--- config.mk ---
export PLATFORM = sky130hd
export DESIGN_NAME = separate_caches
export DESIGN_NICKNAME = d
export VERILOG_FILES = /design/src/cache_pkg.sv /design/src/l1_cache.sv /design/src/cache_maint_ctrl.sv /design/src/mem_arbiter.sv /design/src/separate_caches.sv
export SDC_FILE = /design/constraint.sdc
export NUM_CORES = 2
export LEC_CHECK = 0
export ABC_AREA = 1
export ABC_CLOCK_PERIOD_IN_PS = 26500
export BUFFER_PORTS_ARGS = -buffer_cell sky130_fd_sc_hd__buf_2
export CAP_MARGIN = 40
export CORE_MARGIN = 2
export CORE_UTILIZATION = 35
export DETAILED_ROUTE_END_ITERATION = 8
export GPL_ROUTABILITY_DRIVEN = 0
export PLACE_DENSITY = 0.5
export RECOVER_POWER = 25
export SLEW_MARGIN = 20
export SYNTH_ARGS = -nofsm -noshare
export SYNTH_HDL_FRONTEND = slang
export SYNTH_HIERARCHICAL = 1
export SYNTH_SLANG_ARGS = --single-unit
--- constraint.sdc ---
create_clock -name CLK -period 26.5 [get_ports CLK]
set_input_delay 2.65 -clock CLK [delete_from_list [all_inputs] [get_ports CLK]]
set_output_delay 2.65 -clock CLK [all_outputs]
set_load 0.05 [all_outputs]
--- src/cache_pkg.sv ---
// Cache geometry, state codes, non-cacheable boundary and the address union
package cache_pkg;

    localparam int ADDR_W     = 32;
    localparam int DATA_W     = 32;
    localparam int NUM_CACHES = 2;
    localparam int CACHE_ID_W = $clog2(NUM_CACHES);
    localparam int ICACHE_ID  = 0;
    localparam int DCACHE_ID  = 1;

    // One word per line, so only the byte offset sits below the index
    localparam int INDEX_W   = 4;
    localparam int NUM_LINES = 1 << INDEX_W;
    localparam int TAG_W     = ADDR_W - INDEX_W - 2;

    // Everything from here upward goes straight to memory
    localparam logic [ADDR_W-1:0] NONCACHE_START_ADDR = 32'h8000_0000;

    // Cache controller FSM encodings
    localparam int               STATE_W   = 3;
    localparam logic [STATE_W-1:0] ST_IDLE   = 3'd0;
    localparam logic [STATE_W-1:0] ST_WB     = 3'd1;
    localparam logic [STATE_W-1:0] ST_FILL   = 3'd2;
    localparam logic [STATE_W-1:0] ST_BYPASS = 3'd3;
    localparam logic [STATE_W-1:0] ST_FLUSH  = 3'd4;
    localparam logic [STATE_W-1:0] ST_CLEAR  = 3'd5;

    typedef struct packed {
        logic [TAG_W-1:0]   tag;
        logic [INDEX_W-1:0] index;
        logic [1:0]         offset;
    } cache_addr_fields_t;

    // A bus address seen either whole or split for the tag lookup
    typedef union packed {
        logic [ADDR_W-1:0]  raw;
        cache_addr_fields_t fields;
    } cache_addr_t;

endpackage

--- src/l1_cache.sv ---
// Direct-mapped write-back L1 cache with Wishbone slave and master ports and flush/clear sweeps
`timescale 1ns/100ps

module l1_cache
    import cache_pkg::*;
(
    input  logic              CLK,
    input  logic              rst,
    input  logic              proc_cyc,
    input  logic              proc_stb,
    input  logic              proc_we,
    input  logic [ADDR_W-1:0] proc_adr,
    input  logic [DATA_W-1:0] proc_dat_w,
    output logic [DATA_W-1:0] proc_dat_r,
    output logic              proc_ack,
    output logic              mem_cyc,
    output logic              mem_stb,
    output logic              mem_we,
    output logic [ADDR_W-1:0] mem_adr,
    output logic [DATA_W-1:0] mem_dat_w,
    input  logic              mem_ack,
    input  logic [DATA_W-1:0] mem_dat_r,
    input  logic              flush_start,
    input  logic              clear_start,
    output logic              cache_miss,
    output logic              busy,
    output logic              sweep_done
);

    logic [STATE_W-1:0] state;
    logic [NUM_LINES-1:0] valid_q;
    logic [NUM_LINES-1:0] dirty_q;
    logic [TAG_W-1:0]     tag_q  [NUM_LINES];
    logic [DATA_W-1:0]    data_q [NUM_LINES];
    logic [INDEX_W-1:0]   sweep_idx;
    logic [INDEX_W-1:0]   line;
    cache_addr_t          lookup;
    cache_addr_t          req_addr;
    cache_addr_t          victim;
    logic                 req_we;
    logic [DATA_W-1:0]    req_data;
    logic                 proc_req;
    logic                 cacheable;
    logic                 hit;

    assign lookup.raw = proc_adr;
    assign cacheable  = proc_adr < NONCACHE_START_ADDR;
    assign hit        = valid_q[lookup.fields.index] &&
                        (tag_q[lookup.fields.index] == lookup.fields.tag);

    // The ack cycle still shows stb high, so it must not count as a new request
    assign proc_req = proc_cyc && proc_stb && !proc_ack;

    // The line under service is the sweep pointer during a flush, else the latched request
    assign line = (state == ST_FLUSH) ? sweep_idx : req_addr.fields.index;
    assign victim.fields = '{tag: tag_q[line], index: line, offset: 2'b00};

    assign busy = (state != ST_IDLE);

    always_ff @(posedge CLK) begin
        if (rst) begin
            state      <= ST_IDLE;
            valid_q    <= '0;
            dirty_q    <= '0;
            sweep_idx  <= '0;
            proc_ack   <= 1'b0;
            cache_miss <= 1'b0;
            sweep_done <= 1'b0;
            mem_cyc    <= 1'b0;
            mem_stb    <= 1'b0;
        end else begin
            proc_ack   <= 1'b0;
            cache_miss <= 1'b0;
            sweep_done <= 1'b0;
            if (mem_cyc && mem_ack) begin
                mem_cyc <= 1'b0;
                mem_stb <= 1'b0;
            end

            case (state)
                ST_IDLE: begin
                    if (flush_start) begin
                        sweep_idx <= '0;
                        state     <= ST_FLUSH;
                    end else if (clear_start) begin
                        // Line 0 goes now so the sweep takes exactly NUM_LINES cycles
                        valid_q[0] <= 1'b0;
                        dirty_q[0] <= 1'b0;
                        sweep_idx  <= INDEX_W'(1);
                        state      <= ST_CLEAR;
                    end else if (proc_req) begin
                        req_addr.raw <= proc_adr;
                        req_we       <= proc_we;
                        req_data     <= proc_dat_w;
                        if (!cacheable) begin
                            state <= ST_BYPASS;
                        end else if (hit) begin
                            proc_ack   <= 1'b1;
                            proc_dat_r <= data_q[lookup.fields.index];
                            if (proc_we) begin
                                data_q[lookup.fields.index]  <= proc_dat_w;
                                dirty_q[lookup.fields.index] <= 1'b1;
                            end
                        end else begin
                            cache_miss <= 1'b1;
                            state      <= ST_WB;
                        end
                    end
                end

                // Both states write back a dirty line first, then go on once it is clean
                ST_WB, ST_FLUSH: begin
                    if (mem_cyc) begin
                        if (mem_ack) begin
                            dirty_q[line] <= 1'b0;
                        end
                    end else if (valid_q[line] && dirty_q[line]) begin
                        mem_cyc   <= 1'b1;
                        mem_stb   <= 1'b1;
                        mem_we    <= 1'b1;
                        mem_adr   <= victim.raw;
                        mem_dat_w <= data_q[line];
                    end else if (state == ST_FLUSH) begin
                        valid_q[line] <= 1'b0;
                        sweep_idx     <= sweep_idx + 1'b1;
                        if (sweep_idx == INDEX_W'(NUM_LINES - 1)) begin
                            sweep_done <= 1'b1;
                            state      <= ST_IDLE;
                        end
                    end else if (req_we) begin
                        // A write miss allocates without a fill since the line is one word
                        data_q[line]  <= req_data;
                        tag_q[line]   <= req_addr.fields.tag;
                        valid_q[line] <= 1'b1;
                        dirty_q[line] <= 1'b1;
                        proc_ack      <= 1'b1;
                        state         <= ST_IDLE;
                    end else begin
                        state <= ST_FILL;
                    end
                end

                // A fill is always a read, so req_we is the right bus direction for both
                ST_FILL, ST_BYPASS: begin
                    if (!mem_cyc) begin
                        mem_cyc   <= 1'b1;
                        mem_stb   <= 1'b1;
                        mem_we    <= req_we;
                        mem_adr   <= req_addr.raw;
                        mem_dat_w <= req_data;
                    end else if (mem_ack) begin
                        proc_dat_r <= mem_dat_r;
                        proc_ack   <= 1'b1;
                        state      <= ST_IDLE;
                        if (state == ST_FILL) begin
                            data_q[line]  <= mem_dat_r;
                            tag_q[line]   <= req_addr.fields.tag;
                            valid_q[line] <= 1'b1;
                            dirty_q[line] <= 1'b0;
                        end
                    end
                end

                ST_CLEAR: begin
                    valid_q[sweep_idx] <= 1'b0;
                    dirty_q[sweep_idx] <= 1'b0;
                    sweep_idx          <= sweep_idx + 1'b1;
                    if (sweep_idx == INDEX_W'(NUM_LINES - 1)) begin
                        sweep_done <= 1'b1;
                        state      <= ST_IDLE;
                    end
                end

                default: state <= ST_IDLE;
            endcase
        end
    end

    // The ack only answers a cycle the processor still holds open
    assert property (@(posedge CLK) disable iff (rst)
        proc_ack |-> (proc_cyc && proc_stb));

    assert property (@(posedge CLK) disable iff (rst)
        proc_ack |=> !proc_ack);

endmodule

--- src/cache_maint_ctrl.sv ---
// Flush and clear request sequencer that starts sweeps on idle caches and reports completion
`timescale 1ns/100ps

module cache_maint_ctrl
    import cache_pkg::*;
(
    input  logic                  CLK,
    input  logic                  rst,
    input  logic [NUM_CACHES-1:0] flush_req,
    input  logic [NUM_CACHES-1:0] clear_req,
    input  logic [NUM_CACHES-1:0] busy,
    input  logic [NUM_CACHES-1:0] sweep_done,
    output logic [NUM_CACHES-1:0] flush_start,
    output logic [NUM_CACHES-1:0] clear_start,
    output logic [NUM_CACHES-1:0] flush_done,
    output logic [NUM_CACHES-1:0] clear_done
);

    logic [NUM_CACHES-1:0] flush_pend;
    logic [NUM_CACHES-1:0] clear_pend;
    logic [NUM_CACHES-1:0] run_flush;
    logic [NUM_CACHES-1:0] run_clear;
    logic [NUM_CACHES-1:0] ready;

    // Starts are combinational so the cache sees them in the same idle cycle
    // that was checked, before it can accept a processor access
    assign ready       = ~busy & ~run_flush & ~run_clear;
    assign flush_start = flush_pend & ready;
    assign clear_start = clear_pend & ~flush_pend & ready;

    always_ff @(posedge CLK) begin
        if (rst) begin
            flush_pend <= '0;
            clear_pend <= '0;
            run_flush  <= '0;
            run_clear  <= '0;
            flush_done <= '0;
            clear_done <= '0;
        end else begin
            flush_pend <= (flush_pend & ~flush_start) | flush_req;
            clear_pend <= (clear_pend & ~clear_start) | clear_req;
            run_flush  <= (run_flush & ~sweep_done) | flush_start;
            run_clear  <= (run_clear & ~sweep_done) | clear_start;
            flush_done <= run_flush & sweep_done;
            clear_done <= run_clear & sweep_done;
        end
    end

    assert property (@(posedge CLK) disable iff (rst)
        (flush_done & clear_done) == '0);

    // A cache only finishes a sweep that was started from here
    assert property (@(posedge CLK) disable iff (rst)
        (sweep_done & ~(run_flush | run_clear)) == '0);

endmodule

--- src/mem_arbiter.sv ---
// Round-robin arbiter merging the cache master ports onto one Wishbone classic master
`timescale 1ns/100ps

module mem_arbiter
    import cache_pkg::*;
(
    input  logic                              CLK,
    input  logic                              rst,
    input  logic [NUM_CACHES-1:0]             c_cyc,
    input  logic [NUM_CACHES-1:0]             c_stb,
    input  logic [NUM_CACHES-1:0]             c_we,
    input  logic [NUM_CACHES-1:0][ADDR_W-1:0] c_adr,
    input  logic [NUM_CACHES-1:0][DATA_W-1:0] c_dat_w,
    output logic [NUM_CACHES-1:0]             c_ack,
    output logic [NUM_CACHES-1:0][DATA_W-1:0] c_dat_r,
    output logic                              mem_cyc,
    output logic                              mem_stb,
    output logic                              mem_we,
    output logic [ADDR_W-1:0]                 mem_adr,
    output logic [DATA_W-1:0]                 mem_dat_w,
    input  logic                              mem_ack,
    input  logic [DATA_W-1:0]                 mem_dat_r
);

    logic                  gnt_valid;
    logic [CACHE_ID_W-1:0] gnt_idx;
    logic [CACHE_ID_W-1:0] rr_ptr;
    logic [CACHE_ID_W-1:0] pick_idx;
    int unsigned           cand;

    // Scan from the pointer outward; the nearest requester wins
    always_comb begin
        pick_idx = rr_ptr;
        cand     = 0;
        for (int k = NUM_CACHES - 1; k >= 0; k--) begin
            cand = (rr_ptr + k) % NUM_CACHES;
            if (c_cyc[cand]) begin
                pick_idx = CACHE_ID_W'(cand);
            end
        end
    end

    always_ff @(posedge CLK) begin
        if (rst) begin
            gnt_valid <= 1'b0;
            gnt_idx   <= '0;
            rr_ptr    <= '0;
        end else if (!gnt_valid) begin
            if (|c_cyc) begin
                gnt_valid <= 1'b1;
                gnt_idx   <= pick_idx;
            end
        end else if (!c_cyc[gnt_idx]) begin
            gnt_valid <= 1'b0;
            rr_ptr    <= (gnt_idx == CACHE_ID_W'(NUM_CACHES - 1)) ? '0 : gnt_idx + 1'b1;
        end
    end

    assign mem_cyc   = gnt_valid && c_cyc[gnt_idx];
    assign mem_stb   = gnt_valid && c_stb[gnt_idx];
    assign mem_we    = c_we[gnt_idx];
    assign mem_adr   = c_adr[gnt_idx];
    assign mem_dat_w = c_dat_w[gnt_idx];

    always_comb begin
        c_ack            = '0;
        c_dat_r          = '0;
        c_ack[gnt_idx]   = mem_cyc && mem_ack;
        c_dat_r[gnt_idx] = mem_dat_r;
    end

    assert property (@(posedge CLK) disable iff (rst)
        $onehot0(c_ack));

    // A cache holds its request steady until memory answers it
    assert property (@(posedge CLK) disable iff (rst)
        (mem_stb && !mem_ack) |=> (mem_stb && $stable(mem_adr) && $stable(mem_we)));

endmodule

--- src/separate_caches.sv ---
// Split instruction and data L1 caches sharing one memory port, with flush/clear control
`timescale 1ns/100ps

module separate_caches
    import cache_pkg::*;
(
    input  logic                              CLK,
    input  logic                              rst,
    input  logic [NUM_CACHES-1:0]             proc_cyc,
    input  logic [NUM_CACHES-1:0]             proc_stb,
    input  logic [NUM_CACHES-1:0]             proc_we,
    input  logic [NUM_CACHES-1:0][ADDR_W-1:0] proc_adr,
    input  logic [NUM_CACHES-1:0][DATA_W-1:0] proc_dat_w,
    output logic [NUM_CACHES-1:0][DATA_W-1:0] proc_dat_r,
    output logic [NUM_CACHES-1:0]             proc_ack,
    input  logic [NUM_CACHES-1:0]             flush_req,
    input  logic [NUM_CACHES-1:0]             clear_req,
    output logic [NUM_CACHES-1:0]             flush_done,
    output logic [NUM_CACHES-1:0]             clear_done,
    output logic [NUM_CACHES-1:0]             cache_miss,
    output logic                              mem_cyc,
    output logic                              mem_stb,
    output logic                              mem_we,
    output logic [ADDR_W-1:0]                 mem_adr,
    output logic [DATA_W-1:0]                 mem_dat_w,
    input  logic                              mem_ack,
    input  logic [DATA_W-1:0]                 mem_dat_r
);

    logic [NUM_CACHES-1:0]             c_cyc;
    logic [NUM_CACHES-1:0]             c_stb;
    logic [NUM_CACHES-1:0]             c_we;
    logic [NUM_CACHES-1:0][ADDR_W-1:0] c_adr;
    logic [NUM_CACHES-1:0][DATA_W-1:0] c_dat_w;
    logic [NUM_CACHES-1:0]             c_ack;
    logic [NUM_CACHES-1:0][DATA_W-1:0] c_dat_r;
    logic [NUM_CACHES-1:0]             busy;
    logic [NUM_CACHES-1:0]             sweep_done;
    logic [NUM_CACHES-1:0]             flush_start;
    logic [NUM_CACHES-1:0]             clear_start;

    cache_maint_ctrl maint_inst (
        .CLK         (CLK),
        .rst         (rst),
        .flush_req   (flush_req),
        .clear_req   (clear_req),
        .busy        (busy),
        .sweep_done  (sweep_done),
        .flush_start (flush_start),
        .clear_start (clear_start),
        .flush_done  (flush_done),
        .clear_done  (clear_done)
    );

    // Entry 0 is the instruction cache and entry 1 the data cache
    for (genvar i = 0; i < NUM_CACHES; i++) begin : g_cache
        l1_cache cache_inst (
            .CLK         (CLK),
            .rst         (rst),
            .proc_cyc    (proc_cyc[i]),
            .proc_stb    (proc_stb[i]),
            .proc_we     (proc_we[i]),
            .proc_adr    (proc_adr[i]),
            .proc_dat_w  (proc_dat_w[i]),
            .proc_dat_r  (proc_dat_r[i]),
            .proc_ack    (proc_ack[i]),
            .mem_cyc     (c_cyc[i]),
            .mem_stb     (c_stb[i]),
            .mem_we      (c_we[i]),
            .mem_adr     (c_adr[i]),
            .mem_dat_w   (c_dat_w[i]),
            .mem_ack     (c_ack[i]),
            .mem_dat_r   (c_dat_r[i]),
            .flush_start (flush_start[i]),
            .clear_start (clear_start[i]),
            .cache_miss  (cache_miss[i]),
            .busy        (busy[i]),
            .sweep_done  (sweep_done[i])
        );
    end

    mem_arbiter arb_inst (
        .CLK       (CLK),
        .rst       (rst),
        .c_cyc     (c_cyc),
        .c_stb     (c_stb),
        .c_we      (c_we),
        .c_adr     (c_adr),
        .c_dat_w   (c_dat_w),
        .c_ack     (c_ack),
        .c_dat_r   (c_dat_r),
        .mem_cyc   (mem_cyc),
        .mem_stb   (mem_stb),
        .mem_we    (mem_we),
        .mem_adr   (mem_adr),
        .mem_dat_w (mem_dat_w),
        .mem_ack   (mem_ack),
        .mem_dat_r (mem_dat_r)
    );

endmodule

# --- Yosys cells after proc, flatten, opt, wreduce, memory -nomap -nowiden ---
# Memory sizes are Yosys's and may differ from the RTL's.
# Cells that the tools add are included.
totals:
  ff_bits: 427
  mem_bits_rw: 1856
  out_inout_bits: 139
  wordCells: 547
  memories: 4
memory_table:
  columns: ["memory", "words", "word_bits", "read_ports", "rd_ports_with_merged_regs", "write_ports", "line", "text"]
  rows:
  - ["g_cache[0].cache_inst.data_q", 16, 32, 2, 0, 1, "l1_cache.sv:34", "logic [DATA_W-1:0] data_q [NUM_LINES];"]
  - ["g_cache[1].cache_inst.data_q", 16, 32, 2, 0, 1, "l1_cache.sv:34", null]
  - ["g_cache[0].cache_inst.tag_q", 16, 26, 2, 0, 1, "l1_cache.sv:33", "logic [TAG_W-1:0] tag_q [NUM_LINES];"]
  - ["g_cache[1].cache_inst.tag_q", 16, 26, 2, 0, 1, "l1_cache.sv:33", null]
op_classes:
  add_sub_neg: 4
  magnitude_cmp: 18
  eq_ne: 68
  muxes: 284
  n_bitwise: 59
  reduce_logical: 65
ops:
  columns: ["op", "n"]
  rows:
  - ["$mux W32", 35]
  - ["$mux W16", 40]
  - ["$pmux W32 S2", 6]
  - ["$and A16 B16 Y16", 8]
  - ["$pmux W16 S4", 2]
  - ["$mux W1", 127]
  - ["$or A16 B16 Y16", 6]
  - ["$pmux W15 S3", 2]
  - ["$mux W3", 22]
  - ["$and A64 B64 Y64", 1]
  - ["$lt A32 B32 Y1 const B", 2]
  - ["$not A16 Y16", 4]
  - ["$reduce_or A32 Y1", 2]
  - ["$mux W4", 14]
  - ["$eq A26 B26 Y1", 2]
  - ["$mux W26", 2]
  - ["$ne A3 B2 Y1 const B", 12]
  - ["$reduce_and A9 Y1", 4]
  - ["$demux W32 S1", 1]
  - ["$ne A2 B1 Y1 const B", 16]
  - ["$lt A4 B5 Y1 const B", 6]
  - ["$mux W15", 2]
  - ["$reduce_and A5 Y1", 6]
  - ["$ne A2 B2 Y1 const B", 14]
  - ["other kinds (40)", 162]

# --- Depth between registers and ports, before layout ---
depth:
  ltp_word: 13
  ltp_mapped: 23
  mapped_depth_nobuf: 20

# --- Cells and area by module ---
# The synthesis kept the hierarchy.
by_module_without_submodules:
  columns: ["module", "instances", "cells_each", "area_per_inst_um2", "seq_area_each_um2"]
  rows:
  - ["l1_cache at g_cache[0].cache_inst", 1, 5098, 53136.0, 33612.2]
  - ["l1_cache at g_cache[1].cache_inst", 1, 5103, 53095.9, 33612.2]
  - ["mem_arbiter", 1, 376, 1527.7, 60.1]
  - ["cache_maint_ctrl", 1, 57, 455.4, 240.2]

# --- Worst setup path before layout ---
# OpenSTA, ideal clock, no wires.
synth_timing:
  path_kind: "input port to flip-flop"
  from: "input rst"
  to: "register g_cache[0].cache_inst.mem_adr[0], enable pin"
  setup_time_ps: 836
  arrival_ps: 13025
  setup_slack_ps: 12639
  cell_stages: 2
  cell_sequence: "clkbuf_1 -> a2111oi_0"
synth_between:
  elab_chain_cells: 2
synth_lines:
  columns: ["item", "line", "text"]
  rows:
  - ["start: declaration", "separate_caches.sv:8", "input logic rst,"]
  - ["$not A1 Y1 (no source line)", null, null]
  - ["$reduce_and A5 Y1 (no source line)", null, null]
  - ["end signal: assignment", "l1_cache.sv:121", "mem_adr <= victim.raw;"]
  - ["end signal: assignment", "l1_cache.sv:149", "mem_adr <= req_addr.raw;"]
  - ["end: declaration", "l1_cache.sv:19", "output logic [ADDR_W-1:0] mem_adr,"]
# No other way between the ends.
# A chain may end at the register's enable or synchronous reset.

# --- Worst setup path in the final report ---
layout_timing:
  from: "register g_cache[0].cache_inst.state[0]"
  to: "memory g_cache[0].cache_inst.data_q[1][10], enable pin"
layout_between:
  elab_chain_cells: 13
  word_cells_on_any_way: 40
layout_lines:
  columns: ["item", "line", "text"]
  rows:
  - ["start: declaration", "l1_cache.sv:30", "logic [STATE_W-1:0] state;"]
  - ["start signal: assignment", "l1_cache.sv:62", "state <= ST_IDLE;"]
  - ["start signal: assignment", "l1_cache.sv:84", "state <= ST_FLUSH;"]
  - ["start signal: assignment", "l1_cache.sv:90", "state <= ST_CLEAR;"]
  - ["$eq A3 B3 Y1", "l1_cache.sv:55, l1_cache.sv:80, l1_cache.sv:123", null]
  - ["$mux W4", "l1_cache.sv:55", "assign line = (state == ST_FLUSH) ? sweep_idx : req_addr.fields.index;"]
  - ["$bmux W1 S4", "l1_cache.sv:117", "end else if (valid_q[line] && dirty_q[line]) begin"]
  - ["$mux W1 (implied by the code)", "l1_cache.sv:117", null]
  - ["$logic_and A1 B1 Y1", "l1_cache.sv:117", null]
  - ["$mux W1 (2 in series)", null, null]
  - ["$mux W1", "l1_cache.sv:80", "case (state)"]
  - ["$mux W1", "l1_cache.sv:61", "if (rst) begin"]
  - ["$mux W1 (implied by the code)", "l1_cache.sv:132", "data_q[line] <= req_data;"]
  - ["$or A1 B1 Y1 (no source line)", null, null]
  - ["$reduce_or A32 Y1 (no source line)", null, null]
  - ["$mux W4 (no source line) / $mux W1 (equally long branches)", null, null]
  - ["end: declaration", "l1_cache.sv:34", null]
# Parallel ways exist; a longest one is shown, timed or not. The select of a mux whose other input is x is not followed.

==> results.md <==
Run status:
- The run finished, with violations left.
- The final reports fail on capacitance limit, slew limit.

Synthesis:
- Of the total synthesized cell area, the portion taken by AND, OR, NAND and NOR gates is 16.2%.
- The area of the mapped netlist is 0.108 mm².
- The net count after synthesis is 10800.
- Among all flip-flop cells after synthesis, the most frequent one is sky130_fd_sc_hd__edfxtp_1.
- The xor and xnor fraction of the mapped netlist area is less than 1%.
- Of the total synthesized cell area, the portion taken by full adders, half adders and majority gates is 0.0925%.
- Counting flops and latches in the post-synthesis netlist gives ~2300.
- The dominant combinational cell family by area after synthesis is simple AND/OR/NAND/NOR gates.
- The cell with the most instances after synthesis is sky130_fd_sc_hd__nand2_1.
- The fraction of registers with async set/reset is 0%.
- The top cell type's share of synthesized area is 60.5%.
- The share of the synthesized area in compound gates (AO/OA/AOI/OAI) is between 10% and 20%.
- In the synthesized netlist, mux cells make up 0% of the area.
- The average instance area after synthesis is 10.2 µm².
- The sequential share of the synthesized area is 62.4%.
- The number of library cell types mapped by synthesis is 48.
- By count the netlist is led by 3252 x sky130_fd_sc_hd__nand2_1, 2180 x sky130_fd_sc_hd__edfxtp_1, 922 x sky130_fd_sc_hd__a22oi_1.
- The largest total area in the synthesized netlist belongs to sky130_fd_sc_hd__edfxtp_1.
- By area the synthesized netlist is led by sky130_fd_sc_hd__edfxtp_1 60%, sky130_fd_sc_hd__nand2_1 11%, sky130_fd_sc_hd__a22oi_1 6.4%.
- In this run, synthesis inferred 2180 flip-flops with an integrated enable.
- Yosys printed 6 warnings.
- In the synthesized netlist, the number of instances is 10600.

Placement:
- Including well taps, the total number of placed cells is 14700.
- Buffers placed on the I/O ports in this run total 311.
- The HPWL after detailed placement is 255 mm.
- The post-placement setup slack is 17.32 ns.
- The standard cell area after detailed placement is around 0.12 mm².

Routing:
- The routed length per placed instance is about 29 µm.
- After detailed routing, no signal wire sits above met5.
- The aggregate routed wire length is 438 mm.
- The sum of routed wire segments on met1 is 178 mm.
- After detailed routing, the number of remaining DRC violations is 0.
- The number of detailed-route iterations in the first pass is 9.
- The remaining antenna violation count after routing is 0.
- The detailed router finished its first iteration with 11600 violations.
- The routed length on met2 is 196 mm.
- The total via count after detailed routing is 88900.
- Detailed routing placed a total of 41.1 mm of wire on met3.
- The number of vias per cell after detailed routing is 5.87.

Cells and area:
- Summing all non-filler instances in the final layout gives an area of ~0.12 mm².
- The sequential standard cell area is about 0.068 mm².
- After filler insertion, the fill cell instance count of the layout stands at 29800.
- The final cell utilization of the core is about 40%.
- The proportion of layout cells with a drive suffix above 1 is under 10%.
- The area taken by multi-input logic gates is 0.0353 mm².
- The area growth from synthesis to layout is 14.4%.
- The final net count is 11000.
- The filler-free cell count of the finished design is 15200.

Setup path:
- The setup path with the least slack is of type flop to flop.
- Traced cell by cell, the critical path runs through clkinv_1 > clkbuf_1 > nand2_1 > o21ai_0 > inv_1 > nand2_1 > clkbuf_1 > nor2_1 > nor2_1 > nand2_1 > nand3_2 > nand2_4 > inv_2 > nand2_1 > nand2_1 > nor2_4 > buf_4.
- The startpoint type of the worst setup path is a flop.
- The worst reg-to-reg path cell count is 17.
- At the worst endpoint, the arrival time is approximately 11 ns.
- In this run the worst path has a maximum fanout of 37.
- The most frequent cell on the critical path is sky130_fd_sc_hd__nand2_1.
- Among all stages on the critical path, the largest delay is contributed by sky130_fd_sc_hd__clkbuf_1.
- For the worst setup path, the data required time is 27.09 ns.
- The delay contributed by the slowest stage of the critical path is 2.67 ns.
- STA classifies the critical path endpoint as a flop.

Floorplan:
- The floorplan die height is 560 µm.
- The floorplan step defined a die boundary enclosing about 0.31 mm².
- The die outline width is 560 µm.
- The count of standard-cell rows is 204.
- The total area inside the core boundary comes to 0.308 mm².
- The initial core utilization is 35.1%.
- approximately 310 I/O pins were placed.

Clock tree:
- The number of levels the H-tree was split into is 5.
- Clock tree synthesis found a total of 2283 sinks.
- The count of instances resized after the clock tree is built is 0.
- The number of buffers inserted by post-CTS setup repair is 0.
- The clock reaches the later pin of the worst-skew pair after 0.91 ns.
- TritonCTS built the clock tree.
- The number of buffers added by the clock tree synthesis step is 269.
- Hold repair after CTS inserted 0 buffers.
- The tree is rooted in a sky130_fd_sc_hd__clkbuf_16.
- The clock transition at the registers of the reported paths is 0.06 ns.
- The longest clock path from root to sink contains 4 buffers.

STA:
- The worst hold-check slack is between 0.4 and 0.5 ns.
- The total count of max-transition violations in the final report was 650.
- Setup repair after global routing left no endpoint under its margin.
- The accumulated negative setup slack is 0 ns.
- The final hold violation count is 0.
- In the post-route analysis, the smallest setup slack over all paths is 15.73 ns.
- The worst pin sits at a relative slew slack of -156%.
- The total of endpoints with negative setup slack in the final report is 0.
- The clock arrives with 0.0598 ns of skew.
- The maximum operating frequency is slightly above 90 MHz.
- The shortest period the worst path allows is 10.77 ns.
- The worst path uses 40.6% of the clock period.
- At the pin with the least slew margin, the transition time is 3.84 ns.

Global route:
- The via count of the first global-routing pass is 85000.
- The initial antenna violation count is 38.
- The global-route usage over all layers is 26.9%.
- The pin count of the biggest net entering global routing is 125.
- The remaining global-route overflow is 0.
- The first global-routing pass estimated 619 mm of wire.

Power and ir drop:
- The leakage dissipation is 45.7 nW.
- The power per cell area is just over 90 mW/mm².
- The overall power is 11.3 mW.
- IR analysis of the VDD net gives a maximum drop of 0.0584 mV.

Hold path:
- The class of the worst hold path is flop to flop.
- Counting instances, the worst hold path has a depth of 2.

Flow run:
- The number of max-capacitance violations reported is 20.
worst max-delay path: cells and delay by family (launching register included):
family	cells	cell delay [ns]
simple gates	10	3.08
flops	1	0.38
buf+inv	6	5.62
compound gates	1	1.34
cells by family (layout without fill, tap and decap cells):
kind of cell,after synthesis,in the layout
AND/OR/NAND/NOR,4461,4461
AO/OA/AOI/OAI,2367,2367
flip-flops,2283,2283
buffers and inverters,1512,1902
adder cells (fa/ha/maj),8,8
XOR/XNOR,3,3
other,0,13
final timing paths:
kind / from / endpoint / slack, ns
max reg2reg: g_cache[0].cache_inst/state[0] / g_cache[0].cache_inst/data_q[1][10] / 15.73
max: g_cache[0].cache_inst/state[0] / g_cache[0].cache_inst/data_q[1][10] / 15.73
min: arb_inst/rr_ptr / arb_inst/rr_ptr / 0.46
min reg2reg: arb_inst/rr_ptr / arb_inst/rr_ptr / 0.46
routing by layer:
metal  GRT usage, %  up-vias
met5              0        -
met4           12.5       10
met3           5.27     1051
met2           41.8     5193
met1           36.1    44100
li1               -    38600
where the power goes:
group          total [mW]  internal, mW  switching [mW]
sequential           4.35          4.22           0.136
clock                3.66          2.15            1.52
combinational        3.24         0.781            2.46
state kept, by name, summed over array words and instances (netlist names), 32 cells and up, named ones only:
| register | cells |
|---|---|
| g_cache.cache_inst/req_data | 64 |
| g_cache.cache_inst/dirty_q | 32 |
| g_cache.cache_inst/proc_dat_r | 64 |
| g_cache.cache_inst/tag_q | 832 |
| g_cache.cache_inst/req_addr | 64 |
| g_cache.cache_inst/mem_adr | 64 |
| g_cache.cache_inst/mem_dat_w | 64 |
| g_cache.cache_inst/data_q | 1024 |
cell type report:
cell class / instances / share of cell area [%]
clock buffers: 337 / 5.84
repair buffers: 605 / 3.41
inverters: 824 / 2.53
well taps: 4120 / 4.16
multi-input cells: 6839 / 28.5
clock inverters: 136 / 1.03
flip-flops and latches: 2283 / 54.5
diodes: 13 / 0.0263
cell usage in the layout, fill, tap and decap left out, types with 22 or more instances in the layout:
master,instances
sky130_fd_sc_hd__a21oi_1,458
sky130_fd_sc_hd__a22oi_1,922
sky130_fd_sc_hd__a31oi_1,51
sky130_fd_sc_hd__a41oi_1,140
sky130_fd_sc_hd__buf_16,25
sky130_fd_sc_hd__buf_2,134
sky130_fd_sc_hd__buf_4,213
sky130_fd_sc_hd__bufinv_16,22
sky130_fd_sc_hd__clkbuf_1,256
sky130_fd_sc_hd__clkbuf_16,280
sky130_fd_sc_hd__clkinv_1,66
sky130_fd_sc_hd__clkinv_2,34
sky130_fd_sc_hd__dfxtp_1,102
sky130_fd_sc_hd__edfxtp_1,2180
sky130_fd_sc_hd__inv_1,763
sky130_fd_sc_hd__inv_2,38
sky130_fd_sc_hd__nand2_1,3254
sky130_fd_sc_hd__nand3_1,186
sky130_fd_sc_hd__nand4_1,71
sky130_fd_sc_hd__nor2_1,724
sky130_fd_sc_hd__nor2_2,26
sky130_fd_sc_hd__nor2_4,74
sky130_fd_sc_hd__nor3_1,80
sky130_fd_sc_hd__o21ai_0,149
sky130_fd_sc_hd__o21bai_1,32
sky130_fd_sc_hd__o221ai_1,512
sky130_fd_sc_hd__o22ai_1,24
No activity file was read; power rests on OpenSTA's default activity.
